## config.mk

```make
export PLATFORM = sky130hd
export DESIGN_NAME = mempool_group
export DESIGN_NICKNAME = d
export VERILOG_FILES = /design/src/hw/mempool_pkg.sv /design/src/hw/apb_pkg.sv /design/src/hw/mempool_group.sv /design/src/hw/apb_tcdm_adapter.sv /design/src/hw/tcdm_group_xbar.sv /design/src/hw/tcdm_bank.sv
export VERILOG_INCLUDE_DIRS = /design/src /design/src/hw
export SDC_FILE = /design/constraint.sdc
export NUM_CORES = 2
export LEC_CHECK = 0
export BUFFER_PORTS_ARGS = -buffer_cell sky130_fd_sc_hd__buf_4
export CELL_PAD_IN_SITES_DETAIL_PLACEMENT = 2
export CELL_PAD_IN_SITES_GLOBAL_PLACEMENT = 2
export CORE_UTILIZATION = 35
export CTS_BUF_LIST = sky130_fd_sc_hd__clkbuf_4
export DETAILED_ROUTE_END_ITERATION = 16
export PLACE_DENSITY_LB_ADDON = 0.3
export SYNTH_ARGS = -nofsm -noshare
export SYNTH_HDL_FRONTEND = slang
export SYNTH_SLANG_ARGS = --single-unit
export TNS_END_PERCENT = 100
```

## constraint.sdc

```tcl
create_clock -name clk_i -period 7.01 [get_ports clk_i]
set_clock_uncertainty 0.1 [all_clocks]
set_input_delay 0.701 -clock clk_i [delete_from_list [all_inputs] [get_ports clk_i]]
set_output_delay 0.701 -clock clk_i [all_outputs]
set_load 0.02 [all_outputs]
```

## src/hw/mempool_defines.svh

```systemverilog
/* Cluster dimensioning macros: word and address widths, group count, bank geometry */
`ifndef MEMPOOL_DEFINES_SVH
`define MEMPOOL_DEFINES_SVH

// Word size and APB byte address size
`define MEMPOOL_DATA_WIDTH 32
`define MEMPOOL_ADDR_WIDTH 32

// Four groups on a 2x2 grid
`define MEMPOOL_NUM_GROUPS 4

// Scratchpad slice per group
`define MEMPOOL_BANKS_PER_GROUP 2
`define MEMPOOL_BANK_DEPTH 16

`endif
```

## src/hw/mempool_pkg.sv

```systemverilog
/* TCDM types: group index, link direction, word address fields,
   request and response payloads */
`include "mempool_defines.svh"

package mempool_pkg;

  localparam int unsigned group_bits = $clog2(`MEMPOOL_NUM_GROUPS);
  localparam int unsigned bank_bits  = $clog2(`MEMPOOL_BANKS_PER_GROUP);
  localparam int unsigned row_bits   = $clog2(`MEMPOOL_BANK_DEPTH);
  // One link per XOR distance, local included
  localparam int unsigned num_links  = `MEMPOOL_NUM_GROUPS;

  typedef logic [group_bits-1:0] group_id_t;

  // Value is the XOR of source and target group index
  typedef enum logic [1:0] {
    link_local     = 2'b00,
    link_east      = 2'b01,
    link_north     = 2'b10,
    link_northeast = 2'b11
  } link_dir_t;

  typedef struct packed {
    group_id_t            group;
    logic [bank_bits-1:0] bank;
    logic [row_bits-1:0]  row;
  } tcdm_addr_t;

  typedef struct packed {
    tcdm_addr_t                     addr;
    logic                           write;
    logic [`MEMPOOL_DATA_WIDTH-1:0] wdata;
  } tcdm_req_t;

  typedef struct packed {
    logic [`MEMPOOL_DATA_WIDTH-1:0] rdata;
  } tcdm_resp_t;

endpackage

```

## src/hw/apb_pkg.sv

```systemverilog
/* APB requester and completer structs for the cluster boundary */
`include "mempool_defines.svh"

package apb_pkg;

  typedef struct packed {
    logic                           psel;
    logic                           penable;
    logic                           pwrite;
    logic [`MEMPOOL_ADDR_WIDTH-1:0] paddr;
    logic [`MEMPOOL_DATA_WIDTH-1:0] pwdata;
  } apb_req_t;

  typedef struct packed {
    logic                           pready;
    logic                           pslverr;
    logic [`MEMPOOL_DATA_WIDTH-1:0] prdata;
  } apb_resp_t;

endpackage

```

## src/hw/mempool_group.sv

```systemverilog
/* One group with its APB adapter, crossbar, banks and the north, east
   and northeast master and slave links */
`include "mempool_defines.svh"

module mempool_group (
  input  logic                    clk_i,
  input  logic                    rst_i,
  input  mempool_pkg::group_id_t  group_id_i,
  input  apb_pkg::apb_req_t       apb_req_i,
  output apb_pkg::apb_resp_t      apb_resp_o,
  // Master links
  output mempool_pkg::tcdm_req_t  tcdm_master_north_req_o,
  output logic                    tcdm_master_north_req_valid_o,
  input  logic                    tcdm_master_north_req_ready_i,
  input  mempool_pkg::tcdm_resp_t tcdm_master_north_resp_i,
  input  logic                    tcdm_master_north_resp_valid_i,
  output logic                    tcdm_master_north_resp_ready_o,
  output mempool_pkg::tcdm_req_t  tcdm_master_east_req_o,
  output logic                    tcdm_master_east_req_valid_o,
  input  logic                    tcdm_master_east_req_ready_i,
  input  mempool_pkg::tcdm_resp_t tcdm_master_east_resp_i,
  input  logic                    tcdm_master_east_resp_valid_i,
  output logic                    tcdm_master_east_resp_ready_o,
  output mempool_pkg::tcdm_req_t  tcdm_master_northeast_req_o,
  output logic                    tcdm_master_northeast_req_valid_o,
  input  logic                    tcdm_master_northeast_req_ready_i,
  input  mempool_pkg::tcdm_resp_t tcdm_master_northeast_resp_i,
  input  logic                    tcdm_master_northeast_resp_valid_i,
  output logic                    tcdm_master_northeast_resp_ready_o,
  // Slave links into the banks
  input  mempool_pkg::tcdm_req_t  tcdm_slave_north_req_i,
  input  logic                    tcdm_slave_north_req_valid_i,
  output logic                    tcdm_slave_north_req_ready_o,
  output mempool_pkg::tcdm_resp_t tcdm_slave_north_resp_o,
  output logic                    tcdm_slave_north_resp_valid_o,
  input  logic                    tcdm_slave_north_resp_ready_i,
  input  mempool_pkg::tcdm_req_t  tcdm_slave_east_req_i,
  input  logic                    tcdm_slave_east_req_valid_i,
  output logic                    tcdm_slave_east_req_ready_o,
  output mempool_pkg::tcdm_resp_t tcdm_slave_east_resp_o,
  output logic                    tcdm_slave_east_resp_valid_o,
  input  logic                    tcdm_slave_east_resp_ready_i,
  input  mempool_pkg::tcdm_req_t  tcdm_slave_northeast_req_i,
  input  logic                    tcdm_slave_northeast_req_valid_i,
  output logic                    tcdm_slave_northeast_req_ready_o,
  output mempool_pkg::tcdm_resp_t tcdm_slave_northeast_resp_o,
  output logic                    tcdm_slave_northeast_resp_valid_o,
  input  logic                    tcdm_slave_northeast_resp_ready_i
);
  import mempool_pkg::*;

  localparam int unsigned num_banks = `MEMPOOL_BANKS_PER_GROUP;

  // Adapter port into this group's own banks
  tcdm_req_t  local_req;
  logic       local_req_valid;
  logic       local_req_ready;
  tcdm_resp_t local_resp;
  logic       local_resp_valid;
  logic       local_resp_ready;

  tcdm_req_t  [num_banks-1:0] bank_req;
  logic       [num_banks-1:0] bank_req_valid;
  logic       [num_banks-1:0] bank_req_ready;
  tcdm_resp_t [num_banks-1:0] bank_resp;
  logic       [num_banks-1:0] bank_resp_valid;
  logic       [num_banks-1:0] bank_resp_ready;

  // Concatenations list northeast, north, east and local from the top
  apb_tcdm_adapter i_adapter (
    .clk_i        (clk_i),
    .rst_i        (rst_i),
    .group_id_i   (group_id_i),
    .apb_req_i    (apb_req_i),
    .apb_resp_o   (apb_resp_o),
    .req_o        ({tcdm_master_northeast_req_o, tcdm_master_north_req_o,
                    tcdm_master_east_req_o, local_req}),
    .req_valid_o  ({tcdm_master_northeast_req_valid_o, tcdm_master_north_req_valid_o,
                    tcdm_master_east_req_valid_o, local_req_valid}),
    .req_ready_i  ({tcdm_master_northeast_req_ready_i, tcdm_master_north_req_ready_i,
                    tcdm_master_east_req_ready_i, local_req_ready}),
    .resp_i       ({tcdm_master_northeast_resp_i, tcdm_master_north_resp_i,
                    tcdm_master_east_resp_i, local_resp}),
    .resp_valid_i ({tcdm_master_northeast_resp_valid_i, tcdm_master_north_resp_valid_i,
                    tcdm_master_east_resp_valid_i, local_resp_valid}),
    .resp_ready_o ({tcdm_master_northeast_resp_ready_o, tcdm_master_north_resp_ready_o,
                    tcdm_master_east_resp_ready_o, local_resp_ready})
  );

  tcdm_group_xbar i_xbar (
    .clk_i             (clk_i),
    .rst_i             (rst_i),
    .src_req_i         ({tcdm_slave_northeast_req_i, tcdm_slave_north_req_i,
                         tcdm_slave_east_req_i, local_req}),
    .src_req_valid_i   ({tcdm_slave_northeast_req_valid_i, tcdm_slave_north_req_valid_i,
                         tcdm_slave_east_req_valid_i, local_req_valid}),
    .src_req_ready_o   ({tcdm_slave_northeast_req_ready_o, tcdm_slave_north_req_ready_o,
                         tcdm_slave_east_req_ready_o, local_req_ready}),
    .src_resp_o        ({tcdm_slave_northeast_resp_o, tcdm_slave_north_resp_o,
                         tcdm_slave_east_resp_o, local_resp}),
    .src_resp_valid_o  ({tcdm_slave_northeast_resp_valid_o, tcdm_slave_north_resp_valid_o,
                         tcdm_slave_east_resp_valid_o, local_resp_valid}),
    .src_resp_ready_i  ({tcdm_slave_northeast_resp_ready_i, tcdm_slave_north_resp_ready_i,
                         tcdm_slave_east_resp_ready_i, local_resp_ready}),
    .bank_req_o        (bank_req),
    .bank_req_valid_o  (bank_req_valid),
    .bank_req_ready_i  (bank_req_ready),
    .bank_resp_i       (bank_resp),
    .bank_resp_valid_i (bank_resp_valid),
    .bank_resp_ready_o (bank_resp_ready)
  );

  for (genvar b = 0; b < num_banks; b++) begin : gen_banks
    tcdm_bank i_bank (
      .clk_i        (clk_i),
      .rst_i        (rst_i),
      .req_i        (bank_req[b]),
      .req_valid_i  (bank_req_valid[b]),
      .req_ready_o  (bank_req_ready[b]),
      .resp_o       (bank_resp[b]),
      .resp_valid_o (bank_resp_valid[b]),
      .resp_ready_i (bank_resp_ready[b])
    );
  end

endmodule

```

## src/hw/apb_tcdm_adapter.sv

```systemverilog
/* APB completer that turns each access into one TCDM request on the
   link toward the owning group and waits for its response */
`include "mempool_defines.svh"

module apb_tcdm_adapter (
  input  logic                                                 clk_i,
  input  logic                                                 rst_i,
  input  mempool_pkg::group_id_t                               group_id_i,
  input  apb_pkg::apb_req_t                                    apb_req_i,
  output apb_pkg::apb_resp_t                                   apb_resp_o,
  // TCDM master ports, indexed by link direction
  output mempool_pkg::tcdm_req_t  [mempool_pkg::num_links-1:0] req_o,
  output logic                    [mempool_pkg::num_links-1:0] req_valid_o,
  input  logic                    [mempool_pkg::num_links-1:0] req_ready_i,
  input  mempool_pkg::tcdm_resp_t [mempool_pkg::num_links-1:0] resp_i,
  input  logic                    [mempool_pkg::num_links-1:0] resp_valid_i,
  output logic                    [mempool_pkg::num_links-1:0] resp_ready_o
);
  import mempool_pkg::*;

  typedef enum logic [1:0] {st_idle, st_request, st_wait_resp} state_e;

  state_e     state_q;
  state_e     state_d;
  tcdm_addr_t addr;
  tcdm_req_t  req;
  link_dir_t  link;
  logic       access;
  logic       out_of_range;

  // Word address right above the byte offset
  assign addr         = apb_req_i.paddr[$bits(tcdm_addr_t)+1:2];
  assign out_of_range = |apb_req_i.paddr[`MEMPOOL_ADDR_WIDTH-1:$bits(tcdm_addr_t)+2];
  assign link         = link_dir_t'(addr.group ^ group_id_i);
  assign access       = apb_req_i.psel && apb_req_i.penable;

  assign req   = '{addr: addr, write: apb_req_i.pwrite, wdata: apb_req_i.pwdata};
  // Same payload on all links and only the selected one valid
  assign req_o = {num_links{req}};

  always_comb begin
    state_d      = state_q;
    req_valid_o  = '0;
    resp_ready_o = '0;
    apb_resp_o   = '0;
    case (state_q)
      st_idle: begin
        if (access && out_of_range) begin
          apb_resp_o.pready  = 1'b1;
          apb_resp_o.pslverr = 1'b1;
        end else if (access) begin
          state_d = st_request;
        end
      end
      st_request: begin
        req_valid_o[link] = 1'b1;
        if (req_ready_i[link]) begin
          state_d = st_wait_resp;
        end
      end
      st_wait_resp: begin
        resp_ready_o[link] = 1'b1;
        if (resp_valid_i[link]) begin
          apb_resp_o.pready = 1'b1;
          apb_resp_o.prdata = resp_i[link].rdata;
          state_d           = st_idle;
        end
      end
      default: state_d = st_idle;
    endcase
  end

  always_ff @(posedge clk_i) begin
    if (rst_i) begin
      state_q <= st_idle;
    end else begin
      state_q <= state_d;
    end
  end

endmodule

```

## src/hw/tcdm_group_xbar.sv

```systemverilog
/* Group crossbar: per-bank round-robin arbitration among the local and
   three link sources, and tag-based routing of bank responses */
`include "mempool_defines.svh"

module tcdm_group_xbar (
  input  logic                                                   clk_i,
  input  logic                                                   rst_i,
  // Sources, indexed by link direction
  input  mempool_pkg::tcdm_req_t  [mempool_pkg::num_links-1:0]   src_req_i,
  input  logic                    [mempool_pkg::num_links-1:0]   src_req_valid_i,
  output logic                    [mempool_pkg::num_links-1:0]   src_req_ready_o,
  output mempool_pkg::tcdm_resp_t [mempool_pkg::num_links-1:0]   src_resp_o,
  output logic                    [mempool_pkg::num_links-1:0]   src_resp_valid_o,
  input  logic                    [mempool_pkg::num_links-1:0]   src_resp_ready_i,
  // Banks
  output mempool_pkg::tcdm_req_t  [`MEMPOOL_BANKS_PER_GROUP-1:0] bank_req_o,
  output logic                    [`MEMPOOL_BANKS_PER_GROUP-1:0] bank_req_valid_o,
  input  logic                    [`MEMPOOL_BANKS_PER_GROUP-1:0] bank_req_ready_i,
  input  mempool_pkg::tcdm_resp_t [`MEMPOOL_BANKS_PER_GROUP-1:0] bank_resp_i,
  input  logic                    [`MEMPOOL_BANKS_PER_GROUP-1:0] bank_resp_valid_i,
  output logic                    [`MEMPOOL_BANKS_PER_GROUP-1:0] bank_resp_ready_o
);
  import mempool_pkg::*;

  localparam int unsigned num_banks = `MEMPOOL_BANKS_PER_GROUP;

  // Round-robin pointer, owner of the pending response, current grant
  link_dir_t ptr_q [num_banks];
  link_dir_t tag_q [num_banks];
  link_dir_t gnt   [num_banks];

  always_comb begin : req_arb
    link_dir_t idx;
    idx             = link_local;
    src_req_ready_o = '0;
    for (int b = 0; b < num_banks; b++) begin
      gnt[b]              = ptr_q[b];
      bank_req_valid_o[b] = 1'b0;
      // Walk down so the requester nearest the pointer wins
      for (int i = num_links - 1; i >= 0; i--) begin
        idx = link_dir_t'(2'(ptr_q[b] + i));
        if (src_req_valid_i[idx] && int'(src_req_i[idx].addr.bank) == b) begin
          gnt[b]              = idx;
          bank_req_valid_o[b] = 1'b1;
        end
      end
      bank_req_o[b]             = src_req_i[gnt[b]];
      src_req_ready_o[gnt[b]] |= bank_req_valid_o[b] && bank_req_ready_i[b];
    end
  end

  // Lowest bank first if two responses ever target one source
  always_comb begin : resp_route
    src_resp_o        = '0;
    src_resp_valid_o  = '0;
    bank_resp_ready_o = '0;
    for (int b = 0; b < num_banks; b++) begin
      if (bank_resp_valid_i[b] && !src_resp_valid_o[tag_q[b]]) begin
        src_resp_o[tag_q[b]]       = bank_resp_i[b];
        src_resp_valid_o[tag_q[b]] = 1'b1;
        bank_resp_ready_o[b]       = src_resp_ready_i[tag_q[b]];
      end
    end
  end

  always_ff @(posedge clk_i) begin
    for (int b = 0; b < num_banks; b++) begin
      if (rst_i) begin
        ptr_q[b] <= link_local;
        tag_q[b] <= link_local;
      end else if (bank_req_valid_o[b] && bank_req_ready_i[b]) begin
        tag_q[b] <= gnt[b];
        ptr_q[b] <= link_dir_t'(2'(gnt[b] + 1));
      end
    end
  end

endmodule

```

## src/hw/tcdm_bank.sv

```systemverilog
/* Single-port TCDM word memory with a one-entry response register */
`include "mempool_defines.svh"

module tcdm_bank (
  input  logic                    clk_i,
  input  logic                    rst_i,
  input  mempool_pkg::tcdm_req_t  req_i,
  input  logic                    req_valid_i,
  output logic                    req_ready_o,
  output mempool_pkg::tcdm_resp_t resp_o,
  output logic                    resp_valid_o,
  input  logic                    resp_ready_i
);

  logic [`MEMPOOL_DATA_WIDTH-1:0] mem_q [`MEMPOOL_BANK_DEPTH];
  logic [`MEMPOOL_DATA_WIDTH-1:0] rdata_q;
  logic                           valid_q;
  logic                           req_fire;

  // Accept while the response slot is free or drains this cycle
  assign req_ready_o  = !valid_q || resp_ready_i;
  assign req_fire     = req_valid_i && req_ready_o;
  assign resp_o       = '{rdata: rdata_q};
  assign resp_valid_o = valid_q;

  always_ff @(posedge clk_i) begin
    if (rst_i) begin
      valid_q <= 1'b0;
    end else if (req_fire) begin
      valid_q <= 1'b1;
    end else if (resp_ready_i) begin
      valid_q <= 1'b0;
    end
  end

  // Writes answer with the written word
  always_ff @(posedge clk_i) begin
    if (req_fire) begin
      if (req_i.write) begin
        mem_q[req_i.addr.row] <= req_i.wdata;
        rdata_q               <= req_i.wdata;
      end else begin
        rdata_q <= mem_q[req_i.addr.row];
      end
    end
  end

endmodule

```

==> metrics <==
Yosys top cell area share between 60% and 70%; Routability Congestion approximately 0.80; Crit Path Class reg -> out; Worst Path Arrival just over 5 ns; Final min period 5.878 ns; final WL slightly above 200000 um; Worst Max-Slew Pin Slew roughly 1.4 ns; RSZ-0062 raised after global routing false; synth top area cells edfxtp_1, mux2i_1, nand2_1, mux4_2, buf_4; slew margin rel. under 10%; CTS Sinks 1100; TritonCTS buffer count between 300 and 400; Synth cell types 68; first-pass GRT wire length 289700 um; Top Ports between 500 and 600; H-tree depth 5; share of layout cells above drive strength 1 between 20 and 30%; CTS tree built; antenna violations before repair 14; post-synthesis sequential area ratio about two thirds; initial DRC count about 2.9k; Post-CTS Hold Fix Bufs around 110; Die Height about 370 um; area of the multi-input gates approximately 14000 um2; run status finished, final reports clean; DRT antenna net count 0; Vias per Instance roughly 5.7; fin nets 4623; number of global-route vias before repair between 30k and 40k; Primary FF master, synth edfxtp_1; crit start category flop; Syn Inst Count about 3.5k; die width ~370 um; Resize count post-CTS 0; Seq. cell area 32990 um2; cell taking the most area after synthesis edfxtp_1; GRT overflow 0; pwr dens approximately 310 nW/um2; Rows ~140; DRC viols 0; number of enable flip-flop cells after synthesis around 1.1k; Post-Syn Nets 3845; Clock Tree Buf Depth 4; FILL cells 13.72k; commonest cells in the netlist edfxtp_1, nand2_1, mux2i_1; Reg clk slew, reported paths ~0.070 ns; largest net degree at the start of global routing between 150 and 200; critical path data required time ~6.2 ns; f_max 170.1 MHz; First-pass DRT Iterations 5; period utilization a little over four fifths; Leak approximately 22 nW; full die area around 140000 um2; CP max FO 37; CP endpoint kind primary output; Setup Viol. Count Final 0; clk_lat worst skew approximately 1.2 ns; Synth warnings 0; final hold vios 0; Post-Syn Area ~49000 um2; DR WL/cell roughly 33 um; initial core utilization 35.28%; Post CTS Setup Buffer Count 0; top-count cell post-synth edfxtp_1; syn avg cell area 13.71 um2; Pwr Total 18.43 mW; Root Driver clkbuf_4; #FFs+latches synth 1100; Hold Path Class in -> reg; total track usage between 20 and 30%; ys async rst share 0%; Post-DP HPWL 135600 um; via count 36.00k; Fin Setup TNS 0 ns; Synth-to-Final Area Change 22.75%; area of the core 137700 um2; MaxCap Viol Count 0; I/O Buffers between 500 and 600; worst vdd ir approximately 0.15 mV; Final Max Tran Viols 0
[metrics by stage]
step / cell area (um2) / utilization (%) / setup slack (ns) / hold slack (ns) / instances
2_1_floorplan: 48570 / - / 1.052 / 0.4485 / 3542
3_3_place_gp: 55020 / 39.97 / 1.467 / 0.4953 / 5696
6_report: 59620 / 43.31 / 1.132 / 0.1590 / 6310
3_5_place_dp: 55020 / 39.97 / 1.304 / 0.5117 / 5696
5_1_grt: 59610 / 43.30 / 0.8264 / 0.06726 / 6305
4_1_cts: 59600 / 43.29 / 0.9611 / 0.002541 / 6302
[critical path: stages (launching register included)]
cell      delay, ns
dfxtp_1        0.35
nand2b_1       0.29
or4_4          0.54
a311o_1        0.34
o311ai_4       0.09
buf_4          0.38
buf_4          0.51
xnor2_1        0.15
o31ai_1        0.50
nand2_1        0.14
o31ai_2        0.27
buf_4          0.28
[report_power, final]
| part | internal (mW) | switching [mW] | total (mW) |
|---|---|---|---|
| Combinational | 1.42 | 3.09 | 4.52 |
| Sequential | 8.01 | 0.412 | 8.42 |
| Clock | 2.75 | 2.75 | 5.49 |
| Total | 12.2 | 6.25 | 18.4 |
[metal layers]
metal	vias to the layer above	track usage, %	part of all wire [%]
met4	6	9.813	3.0
met5	-	0	0.023
met3	351	5.631	6.4
met2	1577	50.42	50
met1	18940	35.80	41
li1	15120	-	-
[cells by family (layout without fill, tap and decap cells)]
group                    Yosys count  in the layout  share of synthesized area [%]
AND/OR/NAND/NOR                 1137           1137                          9.856
flip-flops                      1100           1100                          67.93
AO/OA/AOI/OAI                    523            523                          7.787
multiplexers                     398            398                          10.02
buffers and inverters            371           1337                          4.135
XOR/XNOR                           9              9                         0.1778
adder cells (fa/ha/maj)            4              4                         0.1030
other                              0              8                              0
[cell type report]
type | count | share of cell area (%)
well taps | 1794 | 3.765
inverters | 15 | 0.09864
repair buffers | 830 | 11.18
clock inverters | 79 | 0.5645
multi-input cells | 2071 | 23.82
clock buffers | 413 | 5.200
flip-flops and latches | 1100 | 55.34
diodes | 8 | 0.03358
[registers in the layout (all words and copies together), names as in the netlist]
register                       count
i_adapter.state_q                  2
gen_banks.i_bank.resp_valid_o      2
gen_banks.i_bank.resp_o           64
i_xbar.tag_q                       4
gen_banks.i_bank.mem_q          1024
i_xbar.ptr_q                       4
[cells in the final DEF, fill, tap and decap left out, types with 5 or more instances in the layout]
cell / count
a2111oi_0: 33
a211oi_1: 5
a21oi_1: 73
a221oi_1: 36
a22o_1: 97
a22oi_1: 15
a31oi_1: 96
a31oi_2: 26
a32oi_1: 18
and3_1: 36
buf_12: 12
buf_4: 704
clkbuf_4: 413
clkinv_1: 62
clkinv_2: 11
diode_2: 8
dlygate4sd3_1: 114
edfxtp_1: 1096
inv_1: 12
inv_2: 7
mux2_2: 37
mux2i_1: 289
mux2i_4: 5
mux4_2: 61
nand2_1: 705
nand2b_1: 14
nand3_1: 161
nor2_1: 95
nor2_4: 25
nor2b_1: 8
nor3_1: 45
nor3_2: 12
nor4_1: 6
o2111ai_1: 30
o21ai_0: 36
o22ai_1: 33
or2_2: 6
xnor2_1: 6
[path summary, 6_finish.rpt]
path	slack, ns	cells after the start	startpoint	endpoint
max	1.13	11	i_adapter.state_q[1]	tcdm_slave_northeast_req_ready_o
min	0.16	4	tcdm_slave_northeast_req_i[4]	gen_banks[1].i_bank.mem_q[4][4]
max reg2reg	1.70	10	i_adapter.state_q[1]	gen_banks[1].i_bank.mem_q[12][9]
min reg2reg	0.62	4	gen_banks[0].i_bank.mem_q[10][7]	gen_banks[0].i_bank.resp_o[7]
Note: power is estimated with default switching activity, not from simulation.
